### config.mk
export PLATFORM = sky130hd
export DESIGN_NAME = acq_top
export DESIGN_NICKNAME = d
export VERILOG_FILES = /design/src/verilog/frame_pkg.sv /design/src/verilog/acq_pkg.sv /design/src/verilog/acq_top.sv /design/src/verilog/credit_merger.sv /design/src/verilog/sample_fifo.sv /design/src/verilog/frame_writer.sv /design/src/verilog/acq_sequencer.sv /design/src/verilog/acq_config.sv
export SDC_FILE = /design/constraint.sdc
export NUM_CORES = 1
export LEC_CHECK = 0
export CAP_MARGIN = 0
export CORE_ASPECT_RATIO = 1.5
export CORE_MARGIN = 3
export CORE_UTILIZATION = 45
export CTS_CLUSTER_DIAMETER = 60
export DETAILED_ROUTE_END_ITERATION = 16
export DONT_BUFFER_PORTS = 1
export GPL_ROUTABILITY_DRIVEN = 0
export SLEW_MARGIN = 20
export SYNTH_ARGS = -nofsm -noshare
export SYNTH_HDL_FRONTEND = slang
export SYNTH_SLANG_ARGS = --single-unit
### constraint.sdc
create_clock -name clk -period 4.3 [get_ports clk]
set_input_delay 0.43 -clock clk [delete_from_list [all_inputs] [get_ports clk]]
set_output_delay 0.43 -clock clk [all_outputs]
set_load 0.1 [all_outputs]
### src/verilog/frame_pkg.sv
package frame_pkg;

    localparam int WORD_W    = 16;
    localparam int HDR_LEN_W = 11;

    localparam logic [3:0] HDR_TAG = 4'hA;

    localparam int FIFO_DEPTH = 16;
    localparam int FIFO_AW    = $clog2(FIFO_DEPTH);

    localparam int CREDIT_MAX = 8;
    localparam int CREDIT_W   = $clog2(CREDIT_MAX + 1);

    // One frame word. The first word of a frame is a header and every
    // following word is a plain sample.
    typedef union packed {
        struct packed {
            logic [3:0]           tag;
            logic                 chan;
            logic [HDR_LEN_W-1:0] len;
        } hdr;
        logic [WORD_W-1:0] sample;
    } frame_word_u;

endpackage

### src/verilog/acq_pkg.sv
package acq_pkg;

    // Sequencer state encoding. The check and configuration phases share the
    // same shape: wait, begin, count, last, done.
    typedef enum logic [7:0] {
        ST_IDLE        = 8'h11,
        ST_CHECK_WAIT  = 8'h21,
        ST_CHECK_BEGIN = 8'hA0,
        ST_CHECK_COUNT = 8'hA2,
        ST_CHECK_LAST  = 8'hA1,
        ST_CHECK_DONE  = 8'h12,
        ST_CONF_WAIT   = 8'h41,
        ST_CONF_BEGIN  = 8'hB0,
        ST_CONF_COUNT  = 8'hB2,
        ST_CONF_LAST   = 8'hB1,
        ST_CONF_DONE   = 8'h22,
        ST_READ_WAIT   = 8'h81,
        ST_READ_START  = 8'h82,
        ST_READ_DONE   = 8'h84
    } seq_state_t;

    localparam int WAIT_W       = 16;
    localparam int CHECK_CYCLES = 100;
    localparam int CONF_CYCLES  = 400;

    localparam int KIND_W = 2;
    localparam int LEN_W  = 12;

    // Samples per read for each device kind. Index 0 is the leftmost entry.
    localparam logic [0:(1<<KIND_W)-1][LEN_W-1:0] FRAME_LEN_CH0 =
        {12'd0, 12'd0, 12'd0, 12'd64};
    localparam logic [0:(1<<KIND_W)-1][LEN_W-1:0] FRAME_LEN_CH1 =
        {12'd0, 12'd32, 12'd64, 12'd64};

endpackage
### src/verilog/acq_top.sv
`timescale 1ns/1ps

module acq_top import acq_pkg::*, frame_pkg::*; (
    input  logic              clk,
    input  logic              rst,
    input  logic [KIND_W-1:0] dev_kind,
    input  logic [31:0]       intan_id,
    input  logic              fs_check,
    input  logic              fs_conf,
    input  logic              fs_read,
    input  logic              credit_return,
    output logic [KIND_W-1:0] dev_type,
    output logic              fd_check,
    output logic              fd_conf,
    output logic              fd_read,
    output logic              out_valid,
    output logic [WORD_W-1:0] out_data
);

    logic              latch_kind;
    logic              clear_kind;
    logic              frame_start;
    logic [LEN_W-1:0]  len_ch0;
    logic [LEN_W-1:0]  len_ch1;
    logic              done_ch0;
    logic              done_ch1;
    logic              wr_en_ch0;
    logic              wr_en_ch1;
    logic [WORD_W-1:0] wr_data_ch0;
    logic [WORD_W-1:0] wr_data_ch1;
    logic              full_ch0;
    logic              full_ch1;
    logic              empty_ch0;
    logic              empty_ch1;
    logic              rd_en_ch0;
    logic              rd_en_ch1;
    logic [WORD_W-1:0] rd_data_ch0;
    logic [WORD_W-1:0] rd_data_ch1;

    acq_config u_config (
        .clk        (clk),
        .rst        (rst),
        .dev_kind   (dev_kind),
        .latch_kind (latch_kind),
        .clear_kind (clear_kind),
        .dev_type   (dev_type),
        .len_ch0    (len_ch0),
        .len_ch1    (len_ch1)
    );

    acq_sequencer u_sequencer (
        .clk         (clk),
        .rst         (rst),
        .fs_check    (fs_check),
        .fs_conf     (fs_conf),
        .fs_read     (fs_read),
        .done_ch0    (done_ch0),
        .done_ch1    (done_ch1),
        .fd_check    (fd_check),
        .fd_conf     (fd_conf),
        .fd_read     (fd_read),
        .frame_start (frame_start),
        .latch_kind  (latch_kind),
        .clear_kind  (clear_kind)
    );

    // Channel 0 takes the low half of the chip id, channel 1 the high half.
    frame_writer u_writer_ch0 (
        .clk         (clk),
        .rst         (rst),
        .channel     (1'b0),
        .frame_start (frame_start),
        .frame_len   (len_ch0),
        .id_part     (intan_id[15:0]),
        .fifo_full   (full_ch0),
        .wr_en       (wr_en_ch0),
        .wr_data     (wr_data_ch0),
        .frame_done  (done_ch0)
    );

    frame_writer u_writer_ch1 (
        .clk         (clk),
        .rst         (rst),
        .channel     (1'b1),
        .frame_start (frame_start),
        .frame_len   (len_ch1),
        .id_part     (intan_id[31:16]),
        .fifo_full   (full_ch1),
        .wr_en       (wr_en_ch1),
        .wr_data     (wr_data_ch1),
        .frame_done  (done_ch1)
    );

    sample_fifo u_fifo_ch0 (
        .clk     (clk),
        .rst     (rst),
        .wr_en   (wr_en_ch0),
        .wr_data (wr_data_ch0),
        .rd_en   (rd_en_ch0),
        .rd_data (rd_data_ch0),
        .full    (full_ch0),
        .empty   (empty_ch0)
    );

    sample_fifo u_fifo_ch1 (
        .clk     (clk),
        .rst     (rst),
        .wr_en   (wr_en_ch1),
        .wr_data (wr_data_ch1),
        .rd_en   (rd_en_ch1),
        .rd_data (rd_data_ch1),
        .full    (full_ch1),
        .empty   (empty_ch1)
    );

    credit_merger u_merger (
        .clk           (clk),
        .rst           (rst),
        .empty_ch0     (empty_ch0),
        .empty_ch1     (empty_ch1),
        .data_ch0      (rd_data_ch0),
        .data_ch1      (rd_data_ch1),
        .credit_return (credit_return),
        .rd_en_ch0     (rd_en_ch0),
        .rd_en_ch1     (rd_en_ch1),
        .out_valid     (out_valid),
        .out_data      (out_data)
    );

endmodule

### src/verilog/credit_merger.sv
`timescale 1ns/1ps

module credit_merger import frame_pkg::*; (
    input  logic              clk,
    input  logic              rst,
    input  logic              empty_ch0,
    input  logic              empty_ch1,
    input  logic [WORD_W-1:0] data_ch0,
    input  logic [WORD_W-1:0] data_ch1,
    input  logic              credit_return,
    output logic              rd_en_ch0,
    output logic              rd_en_ch1,
    output logic              out_valid,
    output logic [WORD_W-1:0] out_data
);

    logic [CREDIT_W-1:0]  credit;
    logic [CREDIT_W-1:0]  committed;
    logic                 credit_ok;
    logic                 locked;
    logic                 sel;
    logic                 hdr_wait;
    logic                 inflight;
    logic [HDR_LEN_W-1:0] remaining;
    frame_word_u          cur_word;

    // Words already read but not yet paid for still hold a credit.
    assign committed = CREDIT_W'(out_valid) + CREDIT_W'(inflight);
    assign credit_ok = (credit > committed);
    assign cur_word  = sel ? data_ch1 : data_ch0;

    // **********************************************************************
    // Read selection
    // **********************************************************************

    always_comb begin
        rd_en_ch0 = 1'b0;
        rd_en_ch1 = 1'b0;
        if (credit_ok) begin
            if (!locked) begin
                // Channel 0 wins when both hold a frame.
                if (!empty_ch0) begin
                    rd_en_ch0 = 1'b1;
                end else if (!empty_ch1) begin
                    rd_en_ch1 = 1'b1;
                end
            end else if (!hdr_wait) begin
                rd_en_ch0 = !sel && !empty_ch0;
                rd_en_ch1 = sel && !empty_ch1;
            end
        end
    end

    always_ff @(posedge clk or posedge rst) begin
        if (rst) begin
            locked    <= 1'b0;
            sel       <= 1'b0;
            hdr_wait  <= 1'b0;
            remaining <= '0;
        end else if (!locked) begin
            if (rd_en_ch0 || rd_en_ch1) begin
                locked   <= 1'b1;
                sel      <= rd_en_ch1;
                hdr_wait <= 1'b1;
            end
        end else if (hdr_wait) begin
            // The header is on the FIFO output now.
            hdr_wait  <= 1'b0;
            remaining <= cur_word.hdr.len;
            if (cur_word.hdr.len == '0) begin
                locked <= 1'b0;
            end
        end else if (rd_en_ch0 || rd_en_ch1) begin
            remaining <= remaining - 1'b1;
            if (remaining == HDR_LEN_W'(1)) begin
                locked <= 1'b0;
            end
        end
    end

    // **********************************************************************
    // Output register and credits
    // **********************************************************************

    always_ff @(posedge clk or posedge rst) begin
        if (rst) begin
            inflight  <= 1'b0;
            out_valid <= 1'b0;
            credit    <= CREDIT_W'(CREDIT_MAX);
        end else begin
            inflight  <= rd_en_ch0 || rd_en_ch1;
            out_valid <= inflight;
            credit    <= credit - CREDIT_W'(out_valid) + CREDIT_W'(credit_return);
        end
    end

    always_ff @(posedge clk) begin
        if (inflight) begin
            out_data <= cur_word.sample;
        end
    end

endmodule

### src/verilog/sample_fifo.sv
`timescale 1ns/1ps

module sample_fifo import frame_pkg::*; (
    input  logic              clk,
    input  logic              rst,
    input  logic              wr_en,
    input  logic [WORD_W-1:0] wr_data,
    input  logic              rd_en,
    output logic [WORD_W-1:0] rd_data,
    output logic              full,
    output logic              empty
);

    logic [WORD_W-1:0] mem [FIFO_DEPTH];
    logic [FIFO_AW:0]  wr_ptr;
    logic [FIFO_AW:0]  rd_ptr;
    logic              do_wr;
    logic              do_rd;

    assign do_wr = wr_en && !full;
    assign do_rd = rd_en && !empty;

    // The extra pointer bit tells a full FIFO from an empty one.
    assign empty = (wr_ptr == rd_ptr);
    assign full  = (wr_ptr[FIFO_AW] != rd_ptr[FIFO_AW]) &&
                   (wr_ptr[FIFO_AW-1:0] == rd_ptr[FIFO_AW-1:0]);

    always_ff @(posedge clk or posedge rst) begin
        if (rst) begin
            wr_ptr <= '0;
            rd_ptr <= '0;
        end else begin
            if (do_wr) begin
                wr_ptr <= wr_ptr + 1'b1;
            end
            if (do_rd) begin
                rd_ptr <= rd_ptr + 1'b1;
            end
        end
    end

    always_ff @(posedge clk) begin
        if (do_wr) begin
            mem[wr_ptr[FIFO_AW-1:0]] <= wr_data;
        end
        if (do_rd) begin
            rd_data <= mem[rd_ptr[FIFO_AW-1:0]];
        end
    end

endmodule

### src/verilog/frame_writer.sv
`timescale 1ns/1ps

module frame_writer import acq_pkg::*, frame_pkg::*; (
    input  logic              clk,
    input  logic              rst,
    input  logic              channel,
    input  logic              frame_start,
    input  logic [LEN_W-1:0]  frame_len,
    input  logic [WORD_W-1:0] id_part,
    input  logic              fifo_full,
    output logic              wr_en,
    output logic [WORD_W-1:0] wr_data,
    output logic              frame_done
);

    logic             busy;
    logic             hdr_phase;
    logic [LEN_W-1:0] idx;
    frame_word_u      word;

    // A word goes out in every busy cycle in which the FIFO has room.
    assign wr_en = busy && !fifo_full;

    always_comb begin
        word = '0;
        if (hdr_phase) begin
            word.hdr.tag  = HDR_TAG;
            word.hdr.chan = channel;
            word.hdr.len  = frame_len[HDR_LEN_W-1:0];
        end else begin
            word.sample = id_part + WORD_W'(idx);
        end
    end

    assign wr_data = word;

    always_ff @(posedge clk or posedge rst) begin
        if (rst) begin
            busy       <= 1'b0;
            hdr_phase  <= 1'b0;
            idx        <= '0;
            frame_done <= 1'b0;
        end else if (!frame_start) begin
            frame_done <= 1'b0;
        end else if (!busy && !frame_done) begin
            // An empty channel finishes at once and writes nothing.
            if (frame_len == '0) begin
                frame_done <= 1'b1;
            end else begin
                busy      <= 1'b1;
                hdr_phase <= 1'b1;
                idx       <= '0;
            end
        end else if (wr_en) begin
            if (hdr_phase) begin
                hdr_phase <= 1'b0;
            end else if (idx == frame_len - 1'b1) begin
                busy       <= 1'b0;
                frame_done <= 1'b1;
            end else begin
                idx <= idx + 1'b1;
            end
        end
    end

endmodule

### src/verilog/acq_sequencer.sv
`timescale 1ns/1ps

module acq_sequencer import acq_pkg::*; (
    input  logic clk,
    input  logic rst,
    input  logic fs_check,
    input  logic fs_conf,
    input  logic fs_read,
    input  logic done_ch0,
    input  logic done_ch1,
    output logic fd_check,
    output logic fd_conf,
    output logic fd_read,
    output logic frame_start,
    output logic latch_kind,
    output logic clear_kind
);

    seq_state_t        state;
    seq_state_t        next_state;
    logic [WAIT_W-1:0] wait_cnt;
    logic              frames_done;

    assign frames_done = done_ch0 && done_ch1;

    // **********************************************************************
    // Phase state machine
    // **********************************************************************

    always_ff @(posedge clk or posedge rst) begin
        if (rst) begin
            state <= ST_IDLE;
        end else begin
            state <= next_state;
        end
    end

    always_comb begin
        next_state = state;
        case (state)
            ST_IDLE:        next_state = ST_CHECK_WAIT;
            ST_CHECK_WAIT:  if (fs_check) next_state = ST_CHECK_BEGIN;
            ST_CHECK_BEGIN: next_state = ST_CHECK_COUNT;
            ST_CHECK_COUNT: begin
                if (wait_cnt == WAIT_W'(CHECK_CYCLES)) begin
                    next_state = ST_CHECK_LAST;
                end
            end
            ST_CHECK_LAST:  next_state = ST_CHECK_DONE;
            ST_CHECK_DONE:  if (!fs_check) next_state = ST_CONF_WAIT;
            ST_CONF_WAIT:   if (fs_conf) next_state = ST_CONF_BEGIN;
            ST_CONF_BEGIN:  next_state = ST_CONF_COUNT;
            ST_CONF_COUNT: begin
                if (wait_cnt == WAIT_W'(CONF_CYCLES)) begin
                    next_state = ST_CONF_LAST;
                end
            end
            ST_CONF_LAST:   next_state = ST_CONF_DONE;
            ST_CONF_DONE:   if (!fs_conf) next_state = ST_READ_WAIT;
            ST_READ_WAIT:   if (fs_read) next_state = ST_READ_START;
            ST_READ_START:  if (frames_done) next_state = ST_READ_DONE;
            ST_READ_DONE:   if (!fs_read) next_state = ST_READ_WAIT;
            default:        next_state = ST_IDLE;
        endcase
    end

    // **********************************************************************
    // Wait counter
    // **********************************************************************

    always_ff @(posedge clk or posedge rst) begin
        if (rst) begin
            wait_cnt <= '0;
        end else if (state == ST_CHECK_BEGIN || state == ST_CONF_BEGIN ||
                     state == ST_CHECK_LAST || state == ST_CONF_LAST) begin
            wait_cnt <= '0;
        end else if (state == ST_CHECK_COUNT || state == ST_CONF_COUNT) begin
            wait_cnt <= wait_cnt + 1'b1;
        end
    end

    assign fd_check    = (state == ST_CHECK_DONE);
    assign fd_conf     = (state == ST_CONF_DONE);
    assign fd_read     = (state == ST_READ_DONE);
    assign frame_start = (state == ST_READ_START);
    assign latch_kind  = (state == ST_CHECK_LAST);
    assign clear_kind  = (state == ST_IDLE);

endmodule

### src/verilog/acq_config.sv
`timescale 1ns/1ps

module acq_config import acq_pkg::*; (
    input  logic              clk,
    input  logic              rst,
    input  logic [KIND_W-1:0] dev_kind,
    input  logic              latch_kind,
    input  logic              clear_kind,
    output logic [KIND_W-1:0] dev_type,
    output logic [LEN_W-1:0]  len_ch0,
    output logic [LEN_W-1:0]  len_ch1
);

    // The kind is captured at the end of the chip check and held until the
    // sequencer passes through idle again.
    always_ff @(posedge clk or posedge rst) begin
        if (rst) begin
            dev_type <= '0;
        end else if (latch_kind) begin
            dev_type <= dev_kind;
        end else if (clear_kind) begin
            dev_type <= '0;
        end
    end

    // Lengths follow the latched kind, so they stay fixed during a read.
    assign len_ch0 = FRAME_LEN_CH0[dev_type];
    assign len_ch1 = FRAME_LEN_CH1[dev_type];

endmodule

==> results.md, run 1 <==
- The time the worst path needs with I/O delays and setup is between 3000 and 4000 ps.
- The first global-routing pass estimated ~100 mm of wire.
- The max-capacitance violation count is 0.
- Measured against its own limit, the worst slew margin works out to 25.8%.
- The family with the most delay on the worst path is simple AND/OR/NAND/NOR gates.
- The synthesized netlist devotes ~4.2% of its cell area to compound gates.
- The initial utilization of the core area, before any placement, comes to 45.7%.
- The number of input and output port buffers inserted is 0.
- The maximum fanout along the worst path is 16.
- The Yosys step of the flow raised 0 warnings.
- In the finished design, the share of the clock period the worst path needs comes to roughly three quarters.
- After detailed routing, the number of remaining DRC violations is 0.
- For this design the top-level I/O count stands at 62.
- The static leakage is between 10 and 15 nW.
- Ranked by total cell area, the synthesized netlist is headed by sky130_fd_sc_hd__edfxtp_1 (60%), sky130_fd_sc_hd__mux4_2 (13%), sky130_fd_sc_hd__dfrtp_1 (8.2%), sky130_fd_sc_hd__ha_1 (2.1%), sky130_fd_sc_hd__nor2_1 (1.6%).
- In the synthesized netlist the async set-or-reset flop fraction comes to 14.5%.
- For the pin with the worst max-slew slack, the measured transition is ~1100 ps.
- The path depth of the worst reg2reg path is 8.
- IR analysis of the VDD net gives a maximum drop of roughly 0.36 mV.
- Sequential cells were found to cover 68.4% of the synthesized design area.
- In this run the core area contains about 110 standard-cell rows.
- The startpoint type of the worst setup path is a flop.
- TritonCTS built the clock tree.
- The number of clock sinks seen by CTS is about 660.
- Setup repair after global routing left no endpoint under its margin.
- The final routed wirelength across all metal layers is 67.1 mm.
- The first-iteration detailed-routing DRC count is 1254.
- The post-cts gate resize count is 0.
- The leftover overflow at the end of global routing is 0.
- Power spread over the standard cell area amounts to about 600 nW/um2.
- The number of diodes added for antenna fixing is 0.
- The setup TNS is 0 ps.
- STA classifies the critical path endpoint as a flop.
- The required time reported for the critical path endpoint is approximately 4500 ps.
- OpenSTA, run right after detailed placement, puts the worst setup slack at between 1000 and 1500 ps.
- The detailed-routing iteration count for the pre-antenna-repair pass is 5.
- Walking the worst path, the cells encountered are ha_1, fa_1, a21o_1, a21oi_1, a21oi_1, o22ai_1, xor2_1, nor2_1.
- The netlist uses between 80 and 90 different library cells.
- Of the cells placed in the final design, the portion with a size suffix greater than 1 is 23.2%.
- The post-synthesis to final-layout area growth is 12.6%.
- The final setup violation count is 0.
- Clock-pin slew was measured on the worst setup and hold paths at around 60 ps.
- The largest total area in the synthesized netlist belongs to sky130_fd_sc_hd__edfxtp_1.
- The post-DP HPWL is about 43 mm.
- After detailed routing, the average wire length per cell comes to around 26 um.
- For the worst setup path, the data arrival time is around 3500 ps.
- The critical path is of the reg2reg type.
- Of the total synthesized cell area, the portion taken by full adders, half adders and majority gates is under 10%.
- The floorplan step set the die height to just over 300 um.
- Counting flops with a built-in enable in the synthesized netlist gives 560.
- The number of buffer and inverter instances along the worst setup path is 0.
- The fraction of synthesized area in multiplexers is between 10% and 20%.
- Setup slack on the critical path of the routed design comes to 1060 ps.
- The run finished with clean final reports.
- After detailed routing, the number of vias per cell comes to 5.92.
- The mean instance size in the synthesized netlist is 17.1 um2.
- The library cell contributing the largest single delay on the critical path is sky130_fd_sc_hd__nor2_1.
- The area share of the largest cell type after synthesis is approximately three fifths.
- The remaining number of nets flagged by the antenna check after routing is 0.
- The commonest register cell after synthesis is sky130_fd_sc_hd__edfxtp_1.
- The number of buffers created by CTS is 66.
- The final layout contains 1803 nets.
- CTS built an H-tree with a depth of 3.
- The clock reaches the later pin of the worst-skew pair after between 600 and 700 ps.
- Entering global routing, the biggest net connects 68 pins.
- The largest single stage delay on the critical path is 870 ps.
- The instance count of the mapped netlist is ~1600.
- The number of global-route vias before repair is 15800.
- The number of nets in the synthesized netlist is around 1700.
- The netlist area before placement is around 28000 um2.
- The cell count along the critical path is 8.
- The synthesized design contains ~660 register bits.
- Along the worst hold path, the cell count comes to 3.
- The initial antenna violation count is 0.
- The filler cell count in the final layout is 4961.
- Summing the areas of all and, or, nand and nor instances in the mapped netlist gives around 7% of the synthesized area.
- The core region is around 61000 um2.
- The area share of xor/xnor cells in the synthesized design is under 10%.
- The horizontal die dimension is 210 um.
- Static timing analysis puts the maximum clock frequency at between 300 and 400 MHz.
- The maximum count of clock buffers along a single path is 3.
- In the global route stage, overall resource usage came out at 20.8%.
- The floorplan step defined a die boundary enclosing between 60000 and 70000 um2.
- The number of vias after detailed routing is roughly 15000.
- The dominant combinational cell family by area after synthesis is multiplexers.
- The count of pins over their slew limit is 0.
- In this run the clock root is driven by a sky130_fd_sc_hd__clkbuf_16.
- The cell repeated most along the worst path is sky130_fd_sc_hd__a21oi_1.
- The worst hold-check path type is in2reg.
- Between clock sinks in the finished design, the worst skew comes to 19.6 ps.
- The number of hold violations in the final report is 0.
==> metal layers <==
layer	wire [um]	part of all wire (%)	up-vias	GRT usage [%]
met3	2810	4.2	106	3.03
met1	25600	38	7875	25.0
li1	-	-	6685	-
met2	36300	54	431	37.6
met4	2350	3.5	0	7.91
met5	0	0	-	0
==> cells in the final DEF (no fill, tap or decap), drive strengths merged, types with 45 or more instances in the layout <==
| master | synthesis | routed |
|---|---|---|
| edfxtp | 560 | 560 |
| clkbuf | 46 | 82 |
| mux4 | 160 | 160 |
| xnor2 | 45 | 45 |
| buf | 28 | 69 |
| inv | 47 | 53 |
| nand2 | 65 | 65 |
| nor2 | 118 | 118 |
| dfrtp | 92 | 92 |
| ha | 48 | 48 |
==> worst reg2reg max path, stage by stage, from the launching register on <==
cell                      delay [ps]
sky130_fd_sc_hd__dfrtp_1         410
sky130_fd_sc_hd__ha_1            220
sky130_fd_sc_hd__fa_1            420
sky130_fd_sc_hd__a21o_1          180
sky130_fd_sc_hd__a21oi_1         270
sky130_fd_sc_hd__a21oi_1         170
sky130_fd_sc_hd__o22ai_1         160
sky130_fd_sc_hd__xor2_1          170
sky130_fd_sc_hd__nor2_1          870
==> cell usage after synthesis, types with 7 or more instances <==
library cell	count
sky130_fd_sc_hd__edfxtp_1	560
sky130_fd_sc_hd__mux4_2	160
sky130_fd_sc_hd__nor2_1	118
sky130_fd_sc_hd__dfrtp_1	92
sky130_fd_sc_hd__nand2_1	65
sky130_fd_sc_hd__ha_1	48
sky130_fd_sc_hd__inv_1	47
sky130_fd_sc_hd__clkbuf_1	45
sky130_fd_sc_hd__xnor2_1	45
sky130_fd_sc_hd__a21oi_1	37
sky130_fd_sc_hd__nor3_1	37
sky130_fd_sc_hd__o21ai_0	33
sky130_fd_sc_hd__xor2_1	26
sky130_fd_sc_hd__nand4_1	23
sky130_fd_sc_hd__nand3_1	22
sky130_fd_sc_hd__mux2_2	18
sky130_fd_sc_hd__and3_1	16
sky130_fd_sc_hd__buf_1	16
sky130_fd_sc_hd__nor2b_1	14
sky130_fd_sc_hd__mux2i_1	13
sky130_fd_sc_hd__a21o_1	12
sky130_fd_sc_hd__nand2b_1	12
sky130_fd_sc_hd__nor4_1	12
sky130_fd_sc_hd__buf_2	9
sky130_fd_sc_hd__o22ai_1	9
sky130_fd_sc_hd__or4_1	8
sky130_fd_sc_hd__a211oi_1	7
sky130_fd_sc_hd__and2_1	7
sky130_fd_sc_hd__or3_1	7
==> path summary, 6_finish.rpt <==
kind                            slack (ps)                     to            startpoint
worst max-delay path                  1060  u_fifo_ch1.mem[12][8]   u_writer_ch1.idx[0]
min in group asynchronous              180    u_writer_ch1.idx[0]                   rst
worst min-delay path                    90   u_sequencer.state[0]              fs_check
worst min register to register         540   u_fifo_ch1.rd_ptr[4]  u_fifo_ch1.rd_ptr[4]
max in group asynchronous             3210   u_fifo_ch1.rd_ptr[0]                   rst
worst max register to register        1060  u_fifo_ch1.mem[12][8]   u_writer_ch1.idx[0]
==> cells by family (layout without fill, tap and decap cells) <==
| logic type | Yosys count | count (layout) |
|---|---|---|
| AO/OA/AOI/OAI | 172 | 172 |
| XOR/XNOR | 71 | 71 |
| adder cells (fa/ha/maj) | 51 | 51 |
| buffers and inverters | 121 | 238 |
| flip-flops | 655 | 655 |
| multiplexers | 191 | 191 |
| AND/OR/NAND/NOR | 383 | 383 |
==> metrics by stage <==
stage,hold slack [ps],util [%],total power (W),cell area (um2),std cells
after floorplan,496,-,0.0119,28100,1644
after global placement,180,47.9,0.0134,29400,2430
after detailed placement,181,47.9,0.0134,29400,2430
after CTS,48.7,51.5,0.0191,31600,2552
after global routing,91.3,51.5,0.0196,31600,2552
final,88.1,51.5,0.0188,31600,2552
==> final cells by class <==
class / instances / area [um2] / area share [%]
clock buffer: 82 / 1770 / 5.61
clock inverter: 35 / 337 / 1.07
inverter: 47 / 179 / 0.566
multi-input combinational: 868 / 8510 / 26.9
sequential: 655 / 19200 / 60.8
tap: 791 / 990 / 3.13
timing repair buffer: 74 / 606 / 1.92
==> what timing repair did <==
action	in CTS	in global routing
hold buffers	5	0
endpoints found under the hold margin	96	0
setup buffers	0	0
==> state kept, by name (all words and copies together) (netlist names), 2 cells and up <==
name	cells
u_fifo_ch1.wr_ptr	5
u_fifo_ch0.rd_data	16
u_config.dev_type	2
u_fifo_ch1.mem	256
u_fifo_ch1.rd_ptr	5
u_fifo_ch0.mem	256
u_sequencer.wait_cnt	16
u_fifo_ch0.wr_ptr	5
u_merger.out_data	16
u_fifo_ch0.rd_ptr	5
u_merger.remaining	11
u_writer_ch0.idx	12
u_merger.credit	4
u_fifo_ch1.rd_data	16
u_sequencer.state	7
u_writer_ch1.idx	12
==> power by group <==
part | total (W) | internal (W) | switching [W]
registers | 0.00854 | 0.00753 | 0.00101
clock network | 0.00565 | 0.00325 | 0.00239
logic | 0.00463 | 0.00220 | 0.00243
total | 0.0188 | 0.0130 | 0.00583
No activity file was read; power rests on OpenSTA's default activity.
==> run 2: changes to the inputs <==
Clock period 4.3 ns to 3.1 ns, I/O delays scaled along.
==> results.md, run 2 (same netlist as run 1, synthesis figures left out) <==
- The number of clock sinks seen by CTS was 655 (unchanged).
- The worst clock skew is 22.5 ps (was 19.6 ps).
- The insertion delay of the later-clocked pin in the worst-skew pair is 640 ps (was 610 ps).
- The final hold slack is 83.7 ps (was 88.1 ps).
- The remaining max-slew budget at the tightest pin is 26.1% (was 25.8%).
- The maximum count of clock buffers along a single path is 3 (unchanged).
- The critical path capture point type is a flop (unchanged).
- The hold path endpoint was u_sequencer.state[4] (was u_sequencer.state[0]).
- The filler cell count in the final layout is 4945 (was 4961).
- The detailed-route wire length per cell came to 25.2 um (was 26.3 um).
- The total power divided by cell area came to 813 nW/um2 (was 596 nW/um2).
- The worst hold-check path type is in2reg (unchanged).
- The number of vias per cell after detailed routing is 5.81 (was 5.92).
- The number of vias after detailed routing is 15100 (about the same).
- The post-placement setup slack is -4.68 ps (was 1120 ps).
- The highest ir drop seen on vdd came to 0.593 mV (was 0.358 mV).
- Result of the run: finished, final reports clean (unchanged).
- The total internal power is 0.0180 W (was 0.0130 W).
- The net switching power of the design is 0.00821 W (was 0.00583 W).
- Commonest non-fill, non-tap cells in the layout: sky130_fd_sc_hd__edfxtp_1 (560), sky130_fd_sc_hd__mux4_2 (160), sky130_fd_sc_hd__buf_4 (109) (was sky130_fd_sc_hd__edfxtp_1 (560), sky130_fd_sc_hd__mux4_2 (160), sky130_fd_sc_hd__nor2_1 (91)).
- The floorplan core area is 61400 um2 (unchanged).
- The remaining number of nets flagged by the antenna check after routing is 0 (unchanged).
- The most common library cell in the layout ignoring fill and taps was sky130_fd_sc_hd__edfxtp_1 (unchanged).
- The worst hold path stage count is 3 (unchanged).
- The initial antenna violation count was 0 (unchanged).
- The static leakage is 11.2 nW (was 10.9 nW).
- The measured slew at the worst slew-check pin is 1100 ps (was 1110 ps).
- The required time reported for the critical path endpoint is 3450 ps (was 4540 ps).
- The number of buffers created by CTS was 61 (was 66).
- The DRC violations left was 0 (unchanged).
- The source of the worst register-to-register timing path is u_writer_ch0.idx[0] (was u_writer_ch1.idx[0]).
- The startpoint type of the worst setup path is a flop (unchanged).
- The minimum setup slack in the final design is 217 ps (was 1060 ps).
- The die outline area is 65400 um2 (unchanged).
- The detailed-routing iteration count for the pre-antenna-repair pass was 5 (unchanged).
- The maximum fanout along the worst path is 16 (unchanged).
- The final clock period utilization by the worst path is 93.0% (was 75.4%).
- The clock share of power is 29.4% (was 30.0%).
- The largest stage delay on the critical path came to 470 ps (was 870 ps).
- The final setup violation count is 0 (unchanged).
- The number of buffer and inverter instances along the worst setup path was 1 (was 0).
- The family with the most delay on the worst path is compound AO/OA/AOI/OAI gates (was simple AND/OR/NAND/NOR gates).
- The startpoint of the most critical hold path is fs_check (unchanged).
- The count of pins on the block boundary is 62 (unchanged).
- The count of pins over their slew limit came to 0 (unchanged).
- The worst setup slack for register-to-register paths is 220 ps (was 1060 ps).
- The die height was 312 um (unchanged).
- The total instance count after detailed placement is 2487 (was 2430).
- The achievable frequency is 347 MHz (was 308 MHz).
- The signal arrival time at the worst endpoint is 3230 ps (was 3480 ps).
- The first-pass GRT wire length is 99.8 mm (was 101 mm).
- The library cell contributing the largest single delay on the critical path was sky130_fd_sc_hd__a2111o_1 (was sky130_fd_sc_hd__nor2_1).
- The setup TNS is 0 ps (unchanged).
- The switching part of the total power is 31.4% (was 31.0%).
- The global routing usage summed across all routing layers is 20.3% (was 20.8%).
- The number of diodes added for antenna fixing is 0 (unchanged).
- The filler-free cell count of the finished design came to 2608 (was 2552).
- The fraction of final layout cells sized beyond drive strength 1 is 26.0% (was 23.2%).
- The startpoint-to-endpoint class of the critical path is reg2reg (unchanged).
- The path depth of the worst reg2reg path is 9 (was 8).
- The first-iteration detailed-routing DRC count is 911 (was 1254).
- Unrepaired setup endpoints after global routing: no (unchanged).
- Ordered list of cells on the worst path: ha_1, fa_1, a21o_1, a21oi_1, buf_4, o21ai_0, a2111o_1, nand4_1, mux2_4 (was ha_1, fa_1, a21o_1, a21oi_1, a21oi_1, o22ai_1, xor2_1, nor2_1).
- The number of placement rows is 111 (unchanged).
- The overall power is 0.0262 W (was 0.0188 W).
- The clock transition time at the flip-flop clock pins of the worst setup and hold paths is 60 ps (about the same).
- The sequential fraction of design power is 44.8% (was 45.4%).
- The cell chosen for the clock root is sky130_fd_sc_hd__clkbuf_16 (unchanged).
- The number of global-route vias before repair is 16000 (was 15800).
- The clock tree from TritonCTS is done (unchanged).
- The starting density of the core came to 45.7% (unchanged).
- The max-capacitance violation count is 0 (unchanged).
- The final routed wirelength across all metal layers is 65.7 mm (was 67.1 mm).
- The H-tree depth is 2 (was 3).
- The number of input and output port buffers inserted is 0 (unchanged).
- The leftover overflow at the end of global routing is 0 (unchanged).
- The number of hold violations in the final report is 0 (unchanged).
- The critical register-to-register path endpoint is u_fifo_ch0.mem[4][14] (was u_fifo_ch1.mem[12][8]).
- The horizontal die dimension was 210 um (unchanged).
- The time the worst path needs with I/O delays and setup is 2880 ps (was 3240 ps).
- The logic gate share of total power is 25.8% (was 24.6%).
- The post-DP HPWL came to 44.3 mm (was 42.7 mm).
- The final net count is 1857 (was 1803).
- The post-synthesis to final-layout area growth is 14.8% (was 12.6%).
- The largest net degree at the start of global routing was 70 (was 68).
-- run 2: metal layers --
metal / vias up / track usage [%] / share of wire [%]
li1: 6790 / - / -
met1: 7836 / 23.6 / 37
met2: 387 / 36.5 / 54
met3: 132 / 3.40 / 4.2
met4: 0 / 9.47 / 5.0
met5: - / 0 / 0
-- run 2: worst register-to-register path, cell delays in order (launching register included) --
cell and delay [ps]:
sky130_fd_sc_hd__dfrtp_1 380, sky130_fd_sc_hd__ha_1 200, sky130_fd_sc_hd__fa_1 390, sky130_fd_sc_hd__a21o_1 180
sky130_fd_sc_hd__a21oi_1 210, sky130_fd_sc_hd__buf_4 160, sky130_fd_sc_hd__o21ai_0 100, sky130_fd_sc_hd__a2111o_1 470
sky130_fd_sc_hd__nand4_1 130, sky130_fd_sc_hd__mux2_4 390
-- run 2: how the worst max path moves through the flow --
stage                        startpoint                     end  cells past startpoint
floorplan           u_writer_ch0.idx[0]   u_fifo_ch0.mem[0][12]                      8
global placement    u_writer_ch0.idx[0]    u_fifo_ch0.mem[0][8]                      9
detailed placement  u_writer_ch0.idx[0]    u_fifo_ch0.mem[1][8]                      9
CTS                 u_writer_ch1.idx[7]   u_fifo_ch1.mem[7][13]                      7
global route        u_writer_ch1.idx[7]  u_fifo_ch1.mem[11][11]                      7
finish              u_writer_ch0.idx[0]   u_fifo_ch0.mem[4][14]                      9
-- run 2: power by group through the flow --
stage	registers [W]	logic, W	clock network (W)
2_1_floorplan	0.0117	0.00480	0
3_3_place_gp	0.0119	0.00678	0
3_5_place_dp	0.0119	0.00686	0
4_1_cts	0.0117	0.00690	0.00786
5_1_grt	0.0118	0.00726	0.00818
6_report	0.0117	0.00676	0.00769
-- run 2: stage by stage --
stage | utilization (%) | instance area [um2]
after global routing | 52.5 | 32200
after floorplan | - | 28100
after global placement | 48.9 | 30000
after detailed placement | 48.9 | 30000
final | 52.5 | 32200
after CTS | 52.4 | 32200
-- run 2: cell type report --
| cell class | instances | area [um2] | share of cell area (%) |
|---|---|---|---|
| Clock buffer | 78 | 1650 | 5.13 |
| Inverter | 47 | 179 | 0.556 |
| Tap cell | 791 | 990 | 3.07 |
| Timing Repair Buffer | 133 | 1240 | 3.85 |
| Multi-Input combinational cell | 868 | 8530 | 26.5 |
| Clock inverter | 36 | 402 | 1.25 |
| Sequential cell | 655 | 19200 | 59.7 |
-- run 2: what timing repair did --
item	4_1_cts	5_1_grt
resized for setup	2	5
hold buffers	6	0
setup endpoints to repair	29	85
endpoints found under the hold margin	71	0
pin swaps	0	1
buffers inserted	0	1
==> run 3: changes to the inputs <==
Settings changed: HOLD_SLACK_MARGIN set to 0.08, MAX_ROUTING_LAYER set to met4.
==> results.md, run 3 (same netlist as run 1, synthesis figures left out) <==
- The starting density of the core is 45.7% (unchanged).
- The final clock period utilization by the worst path is 93.0% (about the same).
- The number of clock sinks seen by CTS was 655 (unchanged).
- Ordered list of cells on the worst path: ha_1, fa_1, a21o_1, a21oi_1, buf_4, o21ai_0, a2111o_1, nand4_1, mux2_4 (unchanged).
- The clock transition time at the flip-flop clock pins of the worst setup and hold paths is 60 ps (about the same).
- The overall power came to 0.0262 W (about the same).
- The number of diodes added for antenna fixing is 0 (unchanged).
- The leftover overflow at the end of global routing was 0 (unchanged).
- The family with the most delay on the worst path is compound AO/OA/AOI/OAI gates (unchanged).
- The worst clock skew is 20.5 ps (was 22.5 ps).
- The post-synthesis to final-layout area growth is 14.8% (about the same).
- The clock share of power is 29.4% (about the same).
- The final routed wirelength across all metal layers came to 65.6 mm (was 65.7 mm).
- Result of the run: finished, final reports clean (unchanged).
- The global routing usage summed across all routing layers is 20.9% (was 20.3%).
- The max-capacitance violation count is 0 (unchanged).
- The sequential fraction of design power is 44.8% (about the same).
- The remaining number of nets flagged by the antenna check after routing was 0 (unchanged).
- The first-iteration detailed-routing DRC count is 918 (was 911).
- The logic gate share of total power was 25.8% (about the same).
- The number of buffers created by CTS was 61 (unchanged).
- The startpoint-to-endpoint class of the critical path is reg2reg (unchanged).
- The count of pins over their slew limit is 0 (unchanged).
- The first-pass GRT wire length is 99.7 mm (was 99.8 mm).
- The end of the critical path is u_fifo_ch0.mem[4][14] (unchanged).
- Unrepaired setup endpoints after global routing: no (unchanged).
- The highest ir drop seen on vdd is 0.594 mV (was 0.593 mV).
- The insertion delay of the later-clocked pin in the worst-skew pair came to 640 ps (about the same).
- Commonest non-fill, non-tap cells in the layout: sky130_fd_sc_hd__edfxtp_1 (560), sky130_fd_sc_hd__mux4_2 (160), sky130_fd_sc_hd__buf_4 (109) (unchanged).
- The maximum count of clock buffers along a single path is 3 (unchanged).
- The clock tree from TritonCTS is done (unchanged).
- The total power divided by cell area is 813 nW/um2 (about the same).
- The number of vias per cell after detailed routing is 5.80 (was 5.81).
- The critical register-to-register path endpoint is u_fifo_ch0.mem[4][14] (unchanged).
- The final hold slack is 136 ps (was 83.7 ps).
- The remaining max-slew budget at the tightest pin was 25.8% (was 26.1%).
- The count of pins on the block boundary is 62 (unchanged).
- The area occupied by registers was 19200 um2 (unchanged).
- The path depth of the worst reg2reg path is 9 (unchanged).
- The highest routing layer actually used is met4 (unchanged).
- The total internal power is 0.0180 W (about the same).
- The worst hold-check path type is in2reg (unchanged).
- The post-DP HPWL came to 44.3 mm (unchanged).
- The most common library cell in the layout ignoring fill and taps was sky130_fd_sc_hd__edfxtp_1 (unchanged).
- The source of the worst register-to-register timing path is u_writer_ch0.idx[0] (unchanged).
- The startpoint type of the worst setup path is a flop (unchanged).
- The floorplan core area was 61400 um2 (unchanged).
- The filler-free cell count of the finished design came to 2609 (was 2608).
- The number of buffer and inverter instances along the worst setup path is 1 (unchanged).
- The horizontal die dimension came to 210 um (unchanged).
- The maximum fanout along the worst path came to 16 (unchanged).
- The switching part of the total power came to 31.3% (was 31.4%).
- The detailed route wirelength on metal2 is 35.2 mm (was 35.3 mm).
- The cell count along the critical path is 9 (unchanged).
- The largest net degree at the start of global routing was 70 (unchanged).
- The number of placement rows is 111 (unchanged).
- The final net count is 1858 (was 1857).
- The die height is 312 um (unchanged).
- The initial antenna violation count is 0 (unchanged).
- The required time reported for the critical path endpoint was 3460 ps (was 3450 ps).
- The H-tree depth is 2 (unchanged).
- The largest stage delay on the critical path is 470 ps (about the same).
- The origin of the worst setup path is u_writer_ch0.idx[0] (unchanged).
- The number of vias after detailed routing came to 15100 (about the same).
- The net switching power of the design is 0.00820 W (was 0.00821 W).
- The number of hold violations in the final report is 0 (unchanged).
- The die outline area came to 65400 um2 (unchanged).
- The fraction of final layout cells sized beyond drive strength 1 is 25.9% (was 26.0%).
- The cell chosen for the clock root is sky130_fd_sc_hd__clkbuf_16 (unchanged).
- The DRC violations left is 0 (unchanged).
- The library cell contributing the largest single delay on the critical path was sky130_fd_sc_hd__a2111o_1 (unchanged).
- The met3 wire length was 2.85 mm (was 2.77 mm).
- The worst setup slack for register-to-register paths came to 220 ps (about the same).
- The number of global-route vias before repair is 16000 (about the same).
- The total instance count after detailed placement is 2487 (unchanged).
- The static leakage was 11.2 nW (about the same).
- The critical path capture point type was a flop (unchanged).
- The signal arrival time at the worst endpoint is 3240 ps (was 3230 ps).
- The detailed-route wire length per cell is 25.1 um (was 25.2 um).
- The achievable frequency came to 347 MHz (about the same).
- The detailed-routing iteration count for the pre-antenna-repair pass is 6 (was 5).
- The filler cell count in the final layout is 4945 (unchanged).
- The utilization after layout is 52.5% (about the same).
- The final setup violation count was 0 (unchanged).
- The met1 wire length came to 24.2 mm (was 24.4 mm).
- The number of input and output port buffers inserted is 0 (unchanged).
- The area of combinational cells with multiple inputs is 8530 um2 (about the same).
- The measured slew at the worst slew-check pin is 1110 ps (was 1100 ps).
- The time the worst path needs with I/O delays and setup came to 2880 ps (about the same).
## run 3: cell types whose count changed in the layout (fill, tap and decap cells not counted), sizes merged
cell         previous run  this run
dlygate4sd3             6         7
## run 3: metrics by stage
stage | setup TNS, ps | instance area (um2) | setup WS [ps]
after global placement | 0 | 30000 | 71.2
after floorplan | 0 | 28100 | 8.46
after global routing | 0 | 32200 | 62.1
after CTS | 0 | 32200 | 72.2
final | 0 | 32200 | 218
after detailed placement | -70.4 | 30000 | -4.68
## run 3: worst min-delay path by stage
stage	startpoint	to	slack (ps)	cells past startpoint
after floorplan	fs_conf	u_sequencer.state[6]	400	1
after global placement	fs_conf	u_sequencer.state[6]	410	1
after detailed placement	fs_conf	u_sequencer.state[6]	420	1
after CTS	intan_id[31]	u_fifo_ch1.mem[10][15]	140	3
after global routing	intan_id[14]	u_fifo_ch0.mem[6][14]	120	2
final	intan_id[14]	u_fifo_ch0.mem[6][14]	140	2
## run 3: routing by layer
layer  GRT usage (%)  vias to the layer above
met5               -                        -
met1            23.4                     7811
li1                -                     6798
met3            3.50                      142
met4            9.47                        0
met2            36.5                      388
## run 3: power groups by stage
stage          clock [W]  combinational, W  sequential (W)
4_1_cts          0.00786           0.00691          0.0117
5_1_grt          0.00818           0.00727          0.0118
6_report         0.00769           0.00675          0.0117
3_5_place_dp           0           0.00686          0.0119
2_1_floorplan          0           0.00480          0.0117
3_3_place_gp           0           0.00678          0.0119
## run 3: what timing repair did
| action | in CTS | in global routing |
|---|---|---|
| buffers inserted | 0 | 1 |
| endpoints found under the hold margin | 72 | 0 |
| hold buffers | 7 | 0 |
| endpoints found under the setup margin | 29 | 85 |
| pin swaps | 0 | 1 |
| resized for setup | 2 | 5 |
## run 3: final cells by class
type                    instances  area share (%)
clock buffers                  78            5.12
clock inverters                36            1.25
inverters                      47           0.556
multi-input cells             868            26.5
flip-flops and latches        655            59.6
well taps                     791            3.07
repair buffers                134            3.88
